File: src/common/beam_sort_macros.svh
// ---------------------------------------------------------
// Beam sort constants: block geometry, lanes, table, credits
// ---------------------------------------------------------
`ifndef BEAM_SORT_MACROS_SVH
`define BEAM_SORT_MACROS_SVH

// Elements per block
`define BS_COL        64

// Width of one beam power
`define BS_IW         32

// Ranking lanes working in parallel
`define BS_LANES      4

// Strongest beams kept per block
`define BS_TOP        16

// Rows in the beam index table
`define BS_RBG_DEPTH  16

// Readout credits after reset
`define BS_CREDITS    4

`endif

File: src/common/beam_sort_pkg.sv
// ---------------------------------------------------------
// Beam sort shared types: powers, indices and bundled rows
// ---------------------------------------------------------
`default_nettype none

`include "beam_sort_macros.svh"

package beam_sort_pkg;

    // Scalars
    typedef logic [`BS_IW-1:0] power_t;
    typedef logic [7:0]        beam_idx_t;
    typedef logic [3:0]        rbg_t;

    // One block of powers, element 0 in the low word
    typedef power_t [`BS_COL-1:0] block_t;

    // Score of every element, same ordering as block_t
    typedef beam_idx_t [`BS_COL-1:0] score_vec_t;

    // ---------------------------------------------------------
    // Bundles
    // ---------------------------------------------------------

    // Block in sorted order plus the original index per position
    typedef struct packed {
        block_t                    data;
        beam_idx_t [`BS_COL-1:0]   idx;
    } sorted_block_t;

    // One readout row of the index table
    typedef struct packed {
        rbg_t                      rbg;
        logic                      sop;
        beam_idx_t [`BS_TOP-1:0]   idx;
    } index_row_t;

endpackage

`default_nettype wire

File: src/hw/sort/beam_index_table.sv
// ---------------------------------------------------------
// Beam index table: top-16 rows per RBG, credit-paced readout
// ---------------------------------------------------------
`default_nettype none

`include "beam_sort_macros.svh"

module beam_index_table (
    input  wire                                      i_clk,
    input  wire                                      i_reset,
    input  wire beam_sort_pkg::beam_idx_t [`BS_TOP-1:0] i_top,
    input  wire                                      i_row_write,
    input  wire                                      i_read_start,
    input  wire beam_sort_pkg::rbg_t                  i_rbg_max,
    input  wire                                      i_credit,
    output beam_sort_pkg::index_row_t                 o_row,
    output logic                                     o_row_valid
);
    import beam_sort_pkg::*;

    localparam int CREDIT_W = $clog2(`BS_CREDITS + 1);

    beam_idx_t [`BS_TOP-1:0]  mem [`BS_RBG_DEPTH];
    rbg_t                     wr_rbg_q;

    logic                     active_q;
    logic                     first_q;
    rbg_t                     rd_rbg_q;
    logic [CREDIT_W-1:0]      credit_q;
    logic [CREDIT_W-1:0]      credit_next;
    logic                     issue;

    index_row_t               row_q;
    logic                     row_valid_q;

    // ---------------------------------------------------------
    // Write side
    // ---------------------------------------------------------
    always_ff @(posedge i_clk) begin
        if (i_row_write) begin
            mem[wr_rbg_q] <= i_top;
        end
    end

    // RBG counter wraps with the table depth
    always_ff @(posedge i_clk) begin
        if (i_reset) begin
            wr_rbg_q <= '0;
        end else if (i_row_write) begin
            wr_rbg_q <= wr_rbg_q + 1'b1;
        end
    end

    // ---------------------------------------------------------
    // Read pass and credits
    // ---------------------------------------------------------
    assign issue = active_q && (credit_q != '0);

    // Return saturates at the initial credit count
    always_comb begin
        credit_next = credit_q;
        if (issue) begin
            credit_next = credit_next - 1'b1;
        end
        if (i_credit && (credit_next != CREDIT_W'(`BS_CREDITS))) begin
            credit_next = credit_next + 1'b1;
        end
    end

    always_ff @(posedge i_clk) begin
        if (i_reset) begin
            active_q    <= 1'b0;
            first_q     <= 1'b0;
            rd_rbg_q    <= '0;
            credit_q    <= CREDIT_W'(`BS_CREDITS);
            row_valid_q <= 1'b0;
        end else begin
            credit_q    <= credit_next;
            row_valid_q <= issue;

            // Start is ignored while a pass is running
            if (!active_q) begin
                if (i_read_start) begin
                    active_q <= 1'b1;
                    first_q  <= 1'b1;
                    rd_rbg_q <= '0;
                end
            end else if (issue) begin
                first_q  <= 1'b0;
                rd_rbg_q <= rd_rbg_q + 1'b1;
                if (rd_rbg_q == i_rbg_max) begin
                    active_q <= 1'b0;
                end
            end
        end
    end

    // Registered table read
    always_ff @(posedge i_clk) begin
        if (issue) begin
            row_q.rbg <= rd_rbg_q;
            row_q.sop <= first_q;
            row_q.idx <= mem[rd_rbg_q];
        end
    end

    assign o_row       = row_q;
    assign o_row_valid = row_valid_q;

endmodule

`default_nettype wire

File: config.mk
export PLATFORM = sky130hd
export DESIGN_NAME = beam_index_table
export DESIGN_NICKNAME = d
export VERILOG_FILES = /design/src/common/beam_sort_pkg.sv /design/src/hw/sort/beam_index_table.sv
export VERILOG_INCLUDE_DIRS = /design/src /design/src/common
export SDC_FILE = /design/constraint.sdc
export NUM_CORES = 2
export LEC_CHECK = 0
export BUFFER_PORTS_ARGS = -buffer_cell sky130_fd_sc_hd__buf_2
export CAP_MARGIN = 20
export CORE_ASPECT_RATIO = 1.5
export CORE_MARGIN = 10
export CORE_UTILIZATION = 40
export DETAILED_ROUTE_END_ITERATION = 6
export SYNTH_ARGS = -nofsm -noshare
export SYNTH_HDL_FRONTEND = slang
export SYNTH_SLANG_ARGS = --single-unit
File: constraint.sdc
create_clock -name i_clk -period 10.4 [get_ports i_clk]
set_clock_uncertainty 0.2 [all_clocks]
set_input_delay 0.52 -clock i_clk [delete_from_list [all_inputs] [get_ports i_clk]]
set_output_delay 0.52 -clock i_clk [all_outputs]
set_load 0.03 [all_outputs]
After elaboration in Yosys (flattened, before gate mapping). Memories as Yosys holds them, arrays and structs flattened. A register that Yosys moved wholly into a read port is not among the register bits. Index checks and enable logic that the tools add are counted.

Word-level logic and storage cells: 35. Register bits after elaboration: 19. Memories kept: 1. Bits of input ports: 137. Output and inout bits: 134. RAM bits: 2048.

Memory list: mem (words 16, bits a word 128, read ports 1, clocked after Yosys merged registers in 1, write ports 1, line beam_index_table.sv:23) `` beam_idx_t [`BS_TOP-1:0] mem [`BS_RBG_DEPTH]; ``.

Add/sub/neg operators: 4. Reduce and logical (&&, ||, !) cells: 5. Eq/ne operators: 3. Muxes and demuxes: 14.

Operators by type and width (count): 2-to-1 mux 4 bit (3); 2-to-1 mux 1 bit (9); adder 4 x 1 -> 4 bit (second input constant) (2); 2-to-1 mux 3 bit (2); equality test 4 bit (1); adder 3 x 1 -> 3 bit (second input constant) (1); != test 3 bit (second input constant) (1); nonzero test 3 bit (1); subtractor 3 x 1 -> 3 bit (second input constant) (1); logical AND 1 bit (2); != test 2 x 1 -> 1 bit (second input constant) (1); AND reduction 2 bit (1); nonzero test 2 bit (1).

Longest topological paths before layout.
Word-level depth: 6. Depth in mapped cells: 11. Depth with buffers taken out: 11.

Least setup slack after synthesis. No wires, ideal clock.

Kind: input to register. Start: input i_row_write. End: memory mem[0][0] (netlist name) (enable). Required time: 9.698 ns. Path buffers: 1. Setup slack: 5.652 ns. Stages on the path: 3. Arrival: 4.046 ns. Library setup time: 0.502 ns. Cells stage by stage: clkbuf_1 > nor3b_1 > and2_1.

Cells in the longest elaborated chain, start to end: 2.

RTL lines: start, declared (line beam_index_table.sv:12) `input wire i_row_write,`; 2-to-1 mux 1 bit (line beam_index_table.sv:40) `if (i_row_write) begin`; 2-to-1 mux 1 bit (implied by the code) (line beam_index_table.sv:41) `mem[wr_rbg_q] <= i_top;`; end, declared (line beam_index_table.sv:23).

No other way between the ends.

Final worst setup path.
Start: input i_row_write. End: memory mem[0][70] (netlist name) (enable).

The elaborated chain is that of the path after synthesis.

==> key figures <==
Run status
  – Result of the run: completed

Yosys
  – Top cell type by total area after synthesis: sky130_fd_sc_hd__edfxtp_1
  – Yosys synthesis warning count: 0
  – Cell area after synthesis: between 0.08 and 0.09 sq mm
  – Sequential share of the synthesized area: 0.8086
  – Synth Area per Inst: ~24 sq um
  – Cell types occupying the most area after synthesis: sky130_fd_sc_hd__edfxtp_1 (81%), sky130_fd_sc_hd__mux4_2 (14%), sky130_fd_sc_hd__a22oi_1 (1.7%), sky130_fd_sc_hd__o22ai_1 (0.52%), sky130_fd_sc_hd__buf_2 (0.49%)
  – Count of flip-flops with a built-in enable after synthesis: 2181
  – Primary flip-flop cell chosen by synthesis mapping: sky130_fd_sc_hd__edfxtp_1
  – Syn Nets: approximately 3500
  – Share of Yosys cell area claimed by the top area cell type: 0.8051
  – Flop and latch count out of synthesis: ~2200
  – Cells after synthesis: about 3400
  – Async S/R FF share, synth: 0
  – Distinct cells, synth: 38

Routing
  – Vias: roughly 37000
  – Iteration-0 DRC count of the detailed router: 3416
  – Ratio of routed vias to standard cells: 5.569
  – Routed wirelength normalized by instance count: about 29 microns
  – Residual DRC: 0
  – Count of nets left with antenna violations after detail routing: 0
  – Number of iterations in the first detailed-routing pass: 5
  – Wirelength, routed: 197600 microns

Setup path
  – Critical path arrival: roughly 4.3 ns
  – Critical path's top delay family: buffers and inverters
  – Slowest cell on the critical path: sky130_fd_sc_hd__buf_4
  – Ordered cell list for the critical path: dlygate4sd3_1, buf_2, nor3b_1, and2_4, buf_4, buf_4
  – Kind of capture point of the worst setup path: flop
  – Delay of the slowest cell on the worst path: just over 0.8 ns
  – R2r worst-path depth: 5
  – Cell mode on critical path: sky130_fd_sc_hd__buf_4
  – Critical path start-end classification: input pin to flop
  – Reg-to-Reg End: o_row[86]
  – Reg-to-reg slack, setup: 6.40 ns
  – CP bufs+invs: 4
  – Critical Path RT: 10.64 ns
  – FF-to-FF Start: rd_rbg_q[0]
  – Startpoint types: input pin
  – Max Fanout on Critical Path: between 40 and 50

Cells and area
  – Leading cell type in the layout, fill and taps excluded: sky130_fd_sc_hd__edfxtp_1
  – Share of final-layout standard cells stronger than drive strength 1: 0.2863
  – Layout Nets: roughly 4000
  – Post-route core utilization: 0.4623
  – Highest-count cells in the layout ignoring fill and taps: sky130_fd_sc_hd__edfxtp_1 (2181), sky130_fd_sc_hd__mux4_2 (505), sky130_fd_sc_hd__buf_2 (270)
  – Synth-to-Final Area Change: 14.91%
  – Filler Cells Inserted: around 17000

Power and ir drop
  – Clock share of power: 0.387
  – Cell-internal power: approximately 15 mW
  – Combinational fraction of design power: 0.076
  – Worst IR Drop VDD: about 0.00013 V
  – Flop pwr share: 0.537
  – Power density over cell area: about 200 mW/mm^2
  – Switching fraction of total power: 0.2245
  – Leakage power of the design: 28.84 nW
  – Sw Pwr: roughly 4.2 mW

Place
  – Count of buffers from port buffering: 270
  – Minimum setup slack after placement: between 6 and 7 ns
  – Placed wire-length estimate: roughly 110000 microns
  – Gp weighted congestion: slightly above 0.7

Hold path
  – Hold Startpoint: first_q
  – Min-Delay Endpoint: o_row[128]
  – Count of cells along the worst hold path: 0
  – Worst hold path type: flop to flop

STA
  – Worst Max-Slew Pin Slew: 1.138 ns
  – Min setup slack post-route: between 6 and 7 ns
  – Final-report hold violation count: 0
  – Final setup violation count: 0
  – Period Utilization, post-route: 0.3927
  – Final TNS setup: 0 ns
  – Max Transition Viols Final: 0
  – Relative slew slack: 0.2416
  – Final worst hold slack: approximately 0.25 ns
  – Unrepaired setup endpoints after global routing: no
  – Final min period: ~4.1 ns
  – Fmax: about 0.24 GHz

Global route
  – Total track usage: 0.1756
  – Pin count of the biggest net entering global routing: 134
  – Initial antenna violation count: 48
  – Number of global-route vias before repair: between 30000 and 40000
  – Sum of overflow across all layers after global routing: 0
  – Wire length of the first global-routing pass: approximately 290000 microns

Floorplan
  – Initial cell density of the core: 0.4023
  – I/O pin count: approximately 270
  – Area of the die: roughly 0.22 sq mm
  – Placeable Area: between 0.2 and 0.25 sq mm
  – Chip height: 572.3 microns
  – Number of cell rows: around 200
  – Die width: 388.2 microns

Clock network
  – Number of setup buffers added after CTS: 0
  – CTS Root Cell: sky130_fd_sc_hd__clkbuf_16
  – Clock Pin Slew Worst Setup and Hold Paths: around 0.06 ns
  – Clock latency on the worst-skew pair: roughly 0.85 ns
  – Number of buffers on the longest clock path: 4
  – TritonCTS buffer count: between 200 and 250
  – Clock sink count: roughly 2200
  – Clock tree from TritonCTS: yes
  – Level count of the clock H-tree: 4

Flow run
  – Total of max-cap violations: 0
==> synth_stat cells, drive strengths merged (14+ instances only) <==
master  instances
buf           127
a22oi         182
o22ai          68
and2           19
nand2         104
edfxtp       2181
dfxtp          14
o21ai          22
clkbuf         41
mux4          505
nor2           57
==> repair_timing <==
action / in CTS / in global routing
resized for setup: 0 / 0
endpoints found under the hold margin: 2061 / 0
hold buffers: 133 / 0
==> layer usage <==
layer  share of wire  GRT usage  wire length [microns]
met5          0.0010          0                    202
met4           0.023    0.04365                   4522
met3           0.065    0.03680                  12860
met2            0.51     0.2992                  99810
met1            0.41     0.2305                  80230
==> logic make-up (layout without fill, tap and decap cells) <==
logic type               Yosys count  count (layout)  share of synthesized area
flip-flops                      2195            2195                     0.8086
multiplexers                     523             523                     0.1422
AO/OA/AOI/OAI                    282             282                    0.02424
AND/OR/NAND/NOR                  194             194                    0.01006
buffers and inverters            177             854                    0.01277
XOR/XNOR                           9               9                  0.0009690
adder cells (fa/ha/maj)            8               8                   0.001231
other                              0              12                          0
==> state kept, by name (all words and copies together), names as in the netlist <==
name         flops
wr_rbg_q         4
mem           2048
o_row          133
active_q         1
first_q          1
o_row_valid      1
rd_rbg_q         4
credit_q         3
==> worst register-to-register path: stages, from the launching register on <==
cell	delay, ns
sky130_fd_sc_hd__dfxtp_4	0.81
sky130_fd_sc_hd__buf_4	0.88
sky130_fd_sc_hd__buf_4	0.95
sky130_fd_sc_hd__mux4_2	0.62
sky130_fd_sc_hd__a22oi_1	0.22
sky130_fd_sc_hd__nand2_1	0.08
==> worst max-delay path by stage <==
stage / to / start / cells after the start
after floorplan: mem[0][0] / i_row_write / 3
after global placement: o_row[6] / rd_rbg_q[0] / 5
after detailed placement: mem[0][84] / i_row_write / 5
after CTS: o_row[86] / rd_rbg_q[0] / 5
after global routing: o_row[67] / rd_rbg_q[0] / 5
final: mem[0][70] / i_row_write / 6
==> cell type report <==
cell class              count  area (sq um)  share of cell area
repair buffers            473          3318             0.03550
diodes                     12         30.03           0.0003212
multi-input cells        1016         14610              0.1563
inverters                   9         41.29           0.0004417
clock buffers             249          5423             0.05801
clock inverters           123         955.9             0.01023
flip-flops and latches   2195         65780              0.7037
well taps                2652          3318             0.03550
==> power groups by stage <==
| stage | Clock [mW] | Sequential, mW | Combinational, mW |
|---|---|---|---|
| after detailed placement | 0 | 10.3 | 1.42 |
| after floorplan | 0 | 10.4 | 0.804 |
| after global routing | 7.76 | 10.1 | 1.56 |
| after CTS | 7.42 | 10.1 | 1.48 |
| after global placement | 0 | 10.3 | 1.41 |
| final | 7.26 | 10.1 | 1.43 |
==> per-stage QoR <==
step	cell area (sq um)	std cells	power [mW]
after CTS	93420	6716	18.98
after global routing	93450	6718	19.40
final	93480	6729	18.76
after detailed placement	85710	6211	11.69
after floorplan	81350	3388	11.18
after global placement	85630	6208	11.68
Power figures use the tool's default switching activity.
